File: config.mk
export PLATFORM = sky130hd
export DESIGN_NAME = rvDecoder
export DESIGN_NICKNAME = d
export VERILOG_FILES = /design/src/logic/rvPkg.sv /design/src/logic/rvDecoder.sv
export VERILOG_INCLUDE_DIRS = /design/src /design/src/logic
export SDC_FILE = /design/constraint.sdc
export NUM_CORES = 1
export LEC_CHECK = 0
export BUFFER_PORTS_ARGS = -buffer_cell sky130_fd_sc_hd__buf_2
export CAP_MARGIN = 20
export CORE_MARGIN = 2
export CORE_UTILIZATION = 32
export DETAILED_ROUTE_END_ITERATION = 8
export PLACE_DENSITY_LB_ADDON = 0.08
export SLEW_MARGIN = 25
export SYNTH_ARGS = -nofsm -noshare
export SYNTH_HDL_FRONTEND = slang
export SYNTH_SLANG_ARGS = --single-unit
File: constraint.sdc
create_clock -name vclk -period 2.8
set_clock_uncertainty 0.1 [all_clocks]
set_input_delay 0.42 -clock vclk [all_inputs]
set_output_delay 0.42 -clock vclk [all_outputs]
set_load 0.02 [all_outputs]
File: src/logic/rvCore_settings.svh
`ifndef RV_CORE_SETTINGS_SVH
`define RV_CORE_SETTINGS_SVH

`define RV_XLEN 64
`define RV_INSN_W 32
`define RV_REG_COUNT 32

// first fetch address after reset
`define RV_RESET_PC 64'h0000_0000_0000_0000

`define RV_STACK_TOP 64'h0000_0000_0000_3ff0 // x2 after reset

// credits the memory may hand out ahead of requests
`define RV_MEM_CREDITS 2

`endif

File: src/logic/rvPkg.sv
`include "rvCore_settings.svh"

package rvPkg;

	typedef logic [`RV_XLEN-1:0] xlen_t;
	typedef logic [`RV_INSN_W-1:0] insn_t;
	typedef logic [$clog2(`RV_REG_COUNT)-1:0] regIdx_t;
	typedef logic [$clog2(`RV_MEM_CREDITS+1)-1:0] credit_t;

	typedef enum logic [3:0] {
		ALU_ADD,
		ALU_SUB,
		ALU_SLL,
		ALU_SLT,
		ALU_SLTU,
		ALU_SEQ,
		ALU_SNE,
		ALU_XOR,
		ALU_SRL,
		ALU_SRA,
		ALU_OR,
		ALU_AND
	} aluOp_t;

	// encoding is funct3[1:0] of loads and stores
	typedef enum logic [1:0] {MEM_BYTE, MEM_HALF, MEM_WORD, MEM_DOUBLE} memSize_t;

	typedef enum logic [2:0] {FETCH, WAITI, EXEC, MEMREQ, WAITD} seqState_t;

	typedef enum logic [6:0] {
		OP_R      = 7'b0110011,
		OP_IMM    = 7'b0010011,
		OP_LOAD   = 7'b0000011,
		OP_STORE  = 7'b0100011,
		OP_BRANCH = 7'b1100011,
		OP_JAL    = 7'b1111111, // non-standard
		OP_JALR   = 7'b1110111, // non-standard
		OP_LUI    = 7'b0110111,
		OP_AUIPC  = 7'b0010111
	} opcode_t;

endpackage

File: src/logic/rvDecoder.sv
`timescale 1ns/1ps

module rvDecoder (
	input  rvPkg::insn_t    insn,
	output rvPkg::regIdx_t  rs1,
	output rvPkg::regIdx_t  rs2,
	output rvPkg::regIdx_t  rd,
	output rvPkg::aluOp_t   aluOp,
	output logic            useImm,
	output logic            usePc,
	output logic            useZero,
	output rvPkg::xlen_t    imm,
	output logic            regWrite,
	output logic            memRead,
	output logic            memWrite,
	output rvPkg::memSize_t memSize,
	output logic            loadUnsigned,
	output logic            isBranch,
	output logic            isJump,
	output logic            isJalr,
	output logic [2:0]      branchFunct
);
	import rvPkg::*;

	opcode_t opcode;
	logic [2:0] funct3;
	logic [6:0] funct7;
	xlen_t immI;
	xlen_t immS;
	xlen_t immU;

	assign opcode = opcode_t'(insn[6:0]);
	assign funct3 = insn[14:12];
	assign funct7 = insn[31:25];
	assign rs1 = insn[19:15];
	assign rs2 = insn[24:20];
	assign rd = insn[11:7];
	assign branchFunct = funct3;

	assign immI = {{52{insn[31]}}, insn[31:20]};
	assign immS = {{52{insn[31]}}, insn[31:25], insn[11:7]};
	assign immU = {{32{insn[31]}}, insn[31:12], 12'd0};

	always_comb begin
		aluOp = ALU_ADD;
		useImm = 1'b0;
		usePc = 1'b0;
		useZero = 1'b0;
		imm = '0;
		regWrite = 1'b0;
		memRead = 1'b0;
		memWrite = 1'b0;
		memSize = memSize_t'(funct3[1:0]);
		loadUnsigned = funct3[2];
		isBranch = 1'b0;
		isJump = 1'b0;
		isJalr = 1'b0;
		case (opcode)
			OP_R: begin
				regWrite = 1'b1;
				case ({funct7, funct3})
					{7'b0000000, 3'b000}: aluOp = ALU_ADD;
					{7'b0110000, 3'b000}: aluOp = ALU_SUB; // odd funct7, kept as is
					{7'b0000000, 3'b001}: aluOp = ALU_SLL;
					{7'b0000000, 3'b010}: aluOp = ALU_SLT;
					{7'b0000001, 3'b010}: aluOp = ALU_SEQ;
					{7'b0000010, 3'b010}: aluOp = ALU_SNE;
					{7'b0000000, 3'b011}: aluOp = ALU_SLTU;
					{7'b0000000, 3'b100}: aluOp = ALU_XOR;
					{7'b0000000, 3'b101}: aluOp = ALU_SRL;
					{7'b0100000, 3'b101}: aluOp = ALU_SRA;
					{7'b0000000, 3'b110}: aluOp = ALU_OR;
					{7'b0000000, 3'b111}: aluOp = ALU_AND;
					default: regWrite = 1'b0;
				endcase
			end
			OP_IMM: begin
				regWrite = 1'b1;
				useImm = 1'b1;
				imm = immI;
				case (funct3)
					3'b000: aluOp = ALU_ADD;
					3'b001: begin
						aluOp = ALU_SLL;
						regWrite = insn[31:26] == 6'b000000;
					end
					3'b010: aluOp = ALU_SLT;
					3'b011: aluOp = ALU_SLTU;
					3'b100: aluOp = ALU_XOR;
					3'b101: begin
						aluOp = insn[30] ? ALU_SRA : ALU_SRL;
						regWrite = {insn[31], insn[29:26]} == 5'b00000; // 6-bit shamt
					end
					3'b110: aluOp = ALU_OR;
					default: aluOp = ALU_AND;
				endcase
			end
			OP_LOAD: begin
				useImm = 1'b1;
				imm = immI;
				memRead = !(funct3[2] && funct3[1]);
				regWrite = memRead;
			end
			OP_STORE: begin
				useImm = 1'b1;
				imm = immS;
				memWrite = !funct3[2];
			end
			OP_BRANCH: begin
				imm = immS << 1;
				isBranch = funct3[2:1] != 2'b01;
			end
			OP_JAL, OP_JALR: begin
				regWrite = 1'b1;
				usePc = 1'b1;
				useImm = 1'b1;
				imm = 64'd4; // link value
				isJump = 1'b1;
				isJalr = opcode == OP_JALR;
			end
			OP_LUI: begin
				regWrite = 1'b1;
				useZero = 1'b1;
				useImm = 1'b1;
				imm = immU;
			end
			OP_AUIPC: begin
				regWrite = 1'b1;
				usePc = 1'b1;
				useImm = 1'b1;
				imm = immU;
			end
			default: ;
		endcase
	end

endmodule

======== Word-level counts from Yosys, hierarchy flattened ========
Index checks and enable logic that the tools add are counted.
storage, ports and cells
  flip-flop bits (word level) ............. 0
  latch bits .............................. 0
  bits in writable memories ............... 0
  bits in read-only memories .............. 0
  input bits .............................. 32
  output and inout bits ................... 98
  word-level logic and storage cells ...... 57
  memories kept ........................... 0
cells by class
  $add $sub $neg .......................... 0
  multipliers ............................. 0
  divide/modulo/power cells ............... 0
  $lt $le $gt $ge ......................... 0
  equal/unequal tests ..................... 27
  shift-type cells ........................ 0
  muxes and demuxes ....................... 16
  bitwise operators ....................... 0
  reductions and logical operators ........ 14
operators by type and width
  operator                                                                 number
  64-bit one-hot mux with 5 select lines                                   1
  4-bit one-hot mux with 11 select lines                                   1
  10-bit by 3-bit equality test with 1-bit output (second input constant)  4
  4-bit one-hot mux with 7 select lines                                    1
  7-bit by 6-bit equality test with 1-bit output (second input constant)   3
  7-bit equality test (second input constant)                              3
  10-bit by 2-bit equality test with 1-bit output (second input constant)  2
  10-bit by 9-bit equality test with 1-bit output (second input constant)  2
  7-bit by 5-bit equality test with 1-bit output (second input constant)   2
  12-bit OR reduction                                                      1
  10-bit by 1-bit equality test with 1-bit output (second input constant)  1
  10-bit by 4-bit equality test with 1-bit output (second input constant)  1
  10-bit by 5-bit equality test with 1-bit output (second input constant)  1
  10-bit zero test                                                         1
  1-bit 2-to-1 mux                                                         10
  3-bit equality test (second input constant)                              3
  4-bit one-hot mux with 2 select lines                                    1
  7-bit by 2-bit equality test with 1-bit output (second input constant)   1
  7-bit OR reduction                                                       1
  3-bit by 2-bit equality test with 1-bit output (second input constant)   2
  6-bit zero test                                                          1
  2-bit OR reduction                                                       3
  5-bit zero test                                                          1
  1-bit one-hot mux with 4 select lines                                    1
  8 further kinds                                                          9

======== Logic depth before layout (Yosys ltp) ========
Gate-level depths: netlist (run 1).
  depth after elaboration ................. 4
  mapped depth ............................ 7
  mapped depth without buffers ............ 5

======== Worst setup path after synthesis (run 1) ========
OpenSTA, ideal clock, no wires.
  path type ............................... input-to-output
  start ................................... input insn[6]
  end ..................................... output imm[32]
  data arrival time ....................... 2.581 ns
  required time ........................... 2.280 ns
  path slack .............................. -0.301 ns
  stages on the path ...................... 6
  path buffers ............................ 3
  path through ............................ buf_2 nor4_2 o21a_1 clkbuf_1 a21o_1 buf_4
between the ends
  cells in the longest elaborated chain, start to end .. 3
  elaborated cells on any way between the ends .. 12
  classes of those cells .................. 8 x eq/ne; 1 x mux; 3 x reduce/logical
RTL lines
  what                                                                    line             source
  start: declaration                                                      rvDecoder.sv:4   input rvPkg::insn_t insn,
  7-bit by 5-bit equality test with 1-bit output (tied with other cells)  rvDecoder.sv:58  case (opcode)
  2-bit OR reduction (on tied branches)                                   --
  64-bit one-hot mux with 5 select lines (*)                              rvDecoder.sv:58
  end: declaration                                                        rvDecoder.sv:12  output rvPkg::xlen_t imm,
Every way passes the cells marked *; elsewhere a longest branch is shown, timed or not.

======== Final worst setup path (run 1) ========
  start ................................... input insn[3]
  end ..................................... output aluOp[1]
between the ends
  cells in the longest elaborated chain, start to end .. 2
  elaborated cells on any way between the ends .. 3
  classes of those cells .................. 2 x eq/ne; 1 x mux
RTL lines
  what                                                                                                                     line             source
  7-bit by 5-bit equality test with 1-bit output / 7-bit by 6-bit equality test with 1-bit output (equally long branches)  rvDecoder.sv:58
  4-bit one-hot mux with 2 select lines (*)                                                                                rvDecoder.sv:58
  end: declaration                                                                                                         rvDecoder.sv:8   output rvPkg::aluOp_t aluOp,
Marks and branches as above.

==> results of run 1 <==
worst paths after layout:
| kind | start | endpoint | slack, ps |
|---|---|---|---|
| hold / removal | insn[19] | rs1[4] | 970 |
| setup / recovery | insn[3] | aluOp[1] | 200 |
critical path: stages:
cell,delay (ps)
buf_2,90
nand3b_4,140
or4_1,510
or3_1,340
a221o_1,320
o21ai_0,70
buf_2,190
per-stage QoR:
stage,instances,hold slack (ps),setup WS (ps)
2_1_floorplan,188,852.6,131.2
3_3_place_gp,314,976.1,199.4
3_5_place_dp,314,975.6,218.5
4_1_cts,314,975.6,198.8
5_1_grt,314,981.1,59.31
6_report,314,973.4,197.2
final cells by class:
| cell class | instances | area (um^2) | area share (%) |
|---|---|---|---|
| inverter | 3 | 11.26 | 0.6808 |
| multi-input combinational | 117 | 812.0 | 49.09 |
| tap | 48 | 60.06 | 3.631 |
| timing repair buffer | 146 | 770.7 | 46.60 |
synthesized netlist by cell type (all sizes together), types with 2 or more instances:
cell	instances
buf	56
a21o	20
clkbuf	12
nand2	10
a21oi	9
nor2	9
o21ai	9
a22o	7
nor2b	4
nor4	4
nor4b	4
inv	3
mux2i	3
nand3b	3
nor3	3
or3	3
or4	3
a221o	2
and2	2
o21a	2
o22ai	2
o32a	2
power breakdown:
part	switching, mW	internal, mW
clock	0	0
sequential	0	0
combinational	0.115	0.0658
cells by family after synthesis:
kind of cell	share of synthesized area [%]
AO/OA/AOI/OAI	33.73
XOR/XNOR	0.6905
buffers and inverters	36.98
multiplexers	3.254
AND/OR/NAND/NOR	25.34
layer usage:
layer / vias up / wire length [um]
met5: - / 0
met4: 0 / 0
met3: 0 / 405
met2: 92 / 2008
met1: 721 / 1733
li1: 789 / -
==> impl_metrics.toml, run 1 <==
[global_routing]
globalRouteMet3Util_pct = 0.8446
met2_usage_pct = 29.63
grt-ovfl-total = 0
grt_pass1_vias = 1275
grt_pass1_wl_um = 6009
grt_max_degree = 34
gr-usage-met1_pct = 22.40
grt_antenna_before_repair = 0
top_usage_layer = "met2"
grtUsageTotal_pct = 16.53

[run_status]
status = "complete, no violations"

[floorplan]
die_y_um = 66.97
start_util_pct = 33.89
dieArea_um2 = 4484
core_um2 = 3744
pin_count = 130
fp-row-count = 22
die_width_um = 66.97

[synth]
netlist_instances = 188
ys.warnings.count = 0
synth.net_count = 220
ys_seq_area_share_pct = 0
yosysTopAreaCellShare_pct = 31.36
syn_area_um2 = 1269
yosys-top-cells-area = "buf_4 (31%), a21o_1 (12%), a22o_1 (4.8%)"
yosys.area.top_type = "buf_4"
syn_area_per_cell_um2 = 6.748
synth.distinct_cells = 41

[final_layout]
drive_above_1_share_pct = 57.52
final_common_cell = "buf_2"
n_antenna_cell = 0
regArea_um2 = 0
mostFrequentLayoutCells = "buf_2 (130), a21o_1 (19), buf_4 (16)"
final_util_pct = 44.18
area_delta_synth_final_pct = 30.38
seq_cells = 0
nets = 300
nClkBuffers = 0
fillCellCount = 437
design_area_um2 = 1654

[placed_design]
portBuffers = 130
placed_area_um2 = 1654
dp.final_hpwl_um = 3350
gp_congestion = 0.8145

[sta]
hold_violations = 0
max-slew-margin-rel_pct = 69.12
rsz0062_at_grt = "false"
setup-violations-final = 0
period_needed_ps = 2603
tightest_slew_ps = 456.8
post-route-period-util_pct = 92.96
tns_ps = 0
slew_violations = 0
max_freq_mhz = 384.2

[power_and_ir_drop]
p_leak_nw = 1.134
peakVddDrop_v = 0.00004947
power_density_nw_per_um2 = 109.1
p_total_mw = 0.1805

[clocking]
cts_hold_buf = 0
post_cts_buffers = 0
cts_resized = 0

[critical_path]
cp.required_ps = 2280
critical_path_arrival_ps = 2080
cp-end-kind = "output port"
path_class = "in2out"
start_kind = "primary input"
crit_fanout = 2

[drt]
first_pass_iters = 4
first_iter_violations = 72
remaining_drc_errors = 0
postRouteAntennaNets = 0
wire_per_inst_um = 13.21
wl_um = 4148
post_drt_via_cell_ratio = 5.102
num_vias = 1602

[run]
maxCapViolCount = 0

[min_path]
holdCritPathClass = "in2out"
whs_path_depth = 2
No activity file was read; power rests on OpenSTA's default activity.
==> run 2, diff against run 1 <==
PLACE_DENSITY_LB_ADDON = 0.05   (was 0.08)
SETUP_SLACK_MARGIN = 0.2   (was not set)
==> run 2 against run 1 <==
  * Sequential share of layout area is the same
  * Utilization up 0.90 points
  * Fmax up 2.0%
  * Final cell count did not move
  * Critical path type unchanged
  * Largest cell class unchanged
==> impl_metrics.toml, run 2 (synthesized netlist as in run 1, its figures left out) <==
[sta]
max_freq_mhz = 392.0
post-route-period-util_pct = 91.10
rsz0062_at_grt = "true"
slew_violations = 0
max-slew-margin-rel_pct = 74.46
hold_violations = 0
tightest_slew_ps = 377.8
whs_ps = 973.6
tns_ps = 0
period_needed_ps = 2551
setup-violations-final = 0

[global_routing]
grt_pass1_wl_um = 6258
met2_usage_pct = 32.00
grtUsageTotal_pct = 17.09
grt_max_degree = 34
grt_pass1_vias = 1319
top_usage_layer = "met2"
gr-usage-met1_pct = 22.80
globalRouteMet3Util_pct = 0.3378
grt_antenna_before_repair = 0
grt-ovfl-total = 0

[critical_path]
cp.required_ps = 2280
path_class = "in2out"
start_kind = "primary input"
cp-end-kind = "output port"
crit_fanout = 2
critical_path_arrival_ps = 2030

[floorplan]
pin_count = 130
dieArea_um2 = 4484
die_y_um = 66.97
fp-row-count = 22
die_width_um = 66.97
core_um2 = 3744
start_util_pct = 33.89

[run_status]
status = "complete, no violations"

[final_layout]
final_common_cell = "buf_2"
fillCellCount = 415
seq_cells = 0
mostFrequentLayoutCells = "buf_2 (129), a21o_1 (19), buf_4 (17)"
regArea_um2 = 0
n_antenna_cell = 0
multiInputGateArea_um2 = 843.3
area_delta_synth_final_pct = 33.04
nClkBuffers = 0
nets = 300
drive_above_1_share_pct = 59.40
design_area_um2 = 1688

[clocking]
post_cts_buffers = 0

[placed_design]
portBuffers = 130
dp.final_hpwl_um = 3357
placed_area_um2 = 1663
gp_congestion = 0.7839

[drt]
postRouteAntennaNets = 0
num_vias = 1580
post_drt_via_cell_ratio = 5.032
first_iter_violations = 58
first_pass_iters = 4
wire_per_inst_um = 13.37
remaining_drc_errors = 0
wl_um = 4199

[power_and_ir_drop]
p_leak_nw = 1.139
peakVddDrop_v = 0.00005404
power_density_nw_per_um2 = 109.3

[min_path]
holdCritPathClass = "in2out"

[run]
maxCapViolCount = 0
## run 2: layer usage
metal  vias up  wire length (um)
met2        73              2010
met1       722              1860
li1        785                 -
met4         0                 0
met3         0               328
met5         -                 0
## run 2: report_power, final
| part | switching (mW) | internal (mW) |
|---|---|---|
| Clock | 0 | 0 |
| Sequential | 0 | 0 |
| Combinational | 0.117 | 0.0671 |
## run 2: critical path: stages
cell and delay [ps]:
buf_2 100, nand3b_4 140, or4_4 490, or3_1 320
a221o_1 340, o21ai_2 70, buf_4 150
## run 2: repair_timing
item	4_1_cts	5_1_grt
hold endpoints to repair	0	0
setup endpoints to repair	1	52
resized for setup	2	5
hold buffers	0	0
pin swaps	0	0
## run 2: worst paths after layout
kind  slack (ps)       end  cells past startpoint  startpoint
max          250  aluOp[1]                      7     insn[3]
min          970    rs1[4]                      2    insn[19]
## run 2: final cells by class
type | count | share of cell area, %
Tap cell | 48 | 3.558
Timing Repair Buffer | 146 | 45.81
Inverter | 3 | 0.6672
Multi-Input combinational cell | 117 | 49.96
## run 2: through the flow
step | cells | power [mW] | setup slack [ps] | util, %
6_report | 314 | 0.1845 | 249.3 | 45.09
3_3_place_gp | 314 | 0.1837 | 183.9 | 44.42
5_1_grt | 314 | 0.2004 | 179.2 | 45.09
2_1_floorplan | 188 | 0.1337 | 219.2 | -
4_1_cts | 314 | 0.1847 | 198.9 | 44.59
3_5_place_dp | 314 | 0.1837 | 183.8 | 44.42
==> run 3, diff against run 2 <==
ABC_AREA = 0   (was not set)
PLACE_DENSITY = 0.74   (was not set)
PLACE_DENSITY_LB_ADDON = not set   (was 0.05)
==> run 3 against run 2 <==
  * Sequential share of layout area stayed put
  * Clock-buffer cell count unchanged
  * Setup slack got worse by 50 ps
  * Critical endpoint unchanged
  * Global-route usage shrank 1.1 points
  * Critical path depth is the same
  * First-iteration DRC count shrank 24%
  * Flip-flop and latch count did not move
  * Highest routed layer is now met4
  * Largest power group unchanged
==> impl_metrics.toml, run 3 (synthesized netlist as in run 1, its figures left out) <==
[power_and_ir_drop]
p_leak_nw = 1.129
peakVddDrop_v = 0.00004429
power_density_nw_per_um2 = 109.8
p_total_mw = 0.1856

[drt]
first_iter_violations = 44
num_vias = 1582
remaining_drc_errors = 0
postRouteAntennaNets = 0
post_drt_via_cell_ratio = 5.087
wl_um = 4188
first_pass_iters = 4
wire_per_inst_um = 13.47

[final_layout]
drive_above_1_share_pct = 58.94
nClkBuffers = 0
nets = 297
area_delta_synth_final_pct = 33.23
mostFrequentLayoutCells = "buf_2 (128), a21o_1 (19), buf_4 (13)"
multiInputGateArea_um2 = 849.6
n_antenna_cell = 0
final_common_cell = "buf_2"
regArea_um2 = 0
fillCellCount = 383
design_area_um2 = 1690
final_util_pct = 45.15
seq_cells = 0
layout.cells.non_filler = 311

[placed_design]
gp_congestion = 0.7439
placed_area_um2 = 1630
portBuffers = 130
dp_slack_ps = 177.4
dp.final_hpwl_um = 3247
placed_cells = 308

[run]
maxCapViolCount = 0

[floorplan]
dieArea_um2 = 4484
core_um2 = 3744
start_util_pct = 33.89
die_y_um = 66.97
die_width_um = 66.97
pin_count = 130
fp-row-count = 22

[global_routing]
grt_antenna_before_repair = 0
grt-ovfl-total = 0
grt_pass1_vias = 1246
grtUsageTotal_pct = 16.04
grt_pass1_wl_um = 5761
grt_max_degree = 34

[critical_path]
path_buf_inv = 2
crit_family = "simple AND/OR/NAND/NOR gates"
crit_fanout = 6
critical_path_arrival_ps = 2080
path_class = "in2out"
cpMaxStageDelayCell = "or4_4"
cpPeakStageDelay_ps = 550
cp_cell_sequence = "buf_6 > nand3b_4 > or4_4 > or3_4 > a221o_1 > o21ai_1 > buf_4"
cp-end-kind = "output port"
critical_path.startpoint = "insn[3]"
cp.required_ps = 2280
start_kind = "primary input"

[sta]
rsz0062_at_grt = "true"
slew_violations = 0
post-route-period-util_pct = 92.89
tns_ps = 0
period_needed_ps = 2601
hold_violations = 0
setup_ws_ps = 199.1
whs_ps = 976.1
tightest_slew_ps = 432.4
max_freq_mhz = 384.5
setup-violations-final = 0
max-slew-margin-rel_pct = 70.77

[clocking]
cts_hold_buf = 0

[run_status]
status = "complete, no violations"

[min_path]
whs_path_depth = 2
hold_start = "insn[15]"
holdCritPathClass = "in2out"
holdPathEnd = "rs1[0]"
[run 3: worst max-delay path by stage]
stage | end | slack [ps] | cells after the start
detailed placement | aluOp[1] | 180 | 7
floorplan | aluOp[1] | 220 | 6
finish | aluOp[1] | 200 | 7
global route | regWrite | 130 | 7
CTS | aluOp[1] | 220 | 7
global placement | aluOp[1] | 180 | 7
[run 3: cell type report]
type / instances / share of cell area [%]
Inverter: 3 / 0.6662
Multi-Input combinational cell: 117 / 50.26
Tap cell: 48 / 3.553
Timing Repair Buffer: 143 / 45.52
[run 3: where the power goes]
part,internal (mW),leakage [nW],total (mW),switching [mW]
sequential,0,0,0,0
combinational,0.0673,1.13,0.186,0.118
clock,0,0,0,0
[run 3: routing by layer]
layer | global-route usage, % | up-vias | routed length, um
met5 | 0 | - | 0
met4 | 0.2551 | 0 | 14
met3 | 1.689 | 2 | 456
met2 | 31.00 | 100 | 2043
met1 | 19.90 | 698 | 1673
li1 | - | 782 | -
[run 3: what timing repair did]
action                                  4_1_cts  5_1_grt
buffers inserted                              2        1
pin swaps                                     0        2
resized for setup                             2        7
endpoints found under the setup margin        1        9
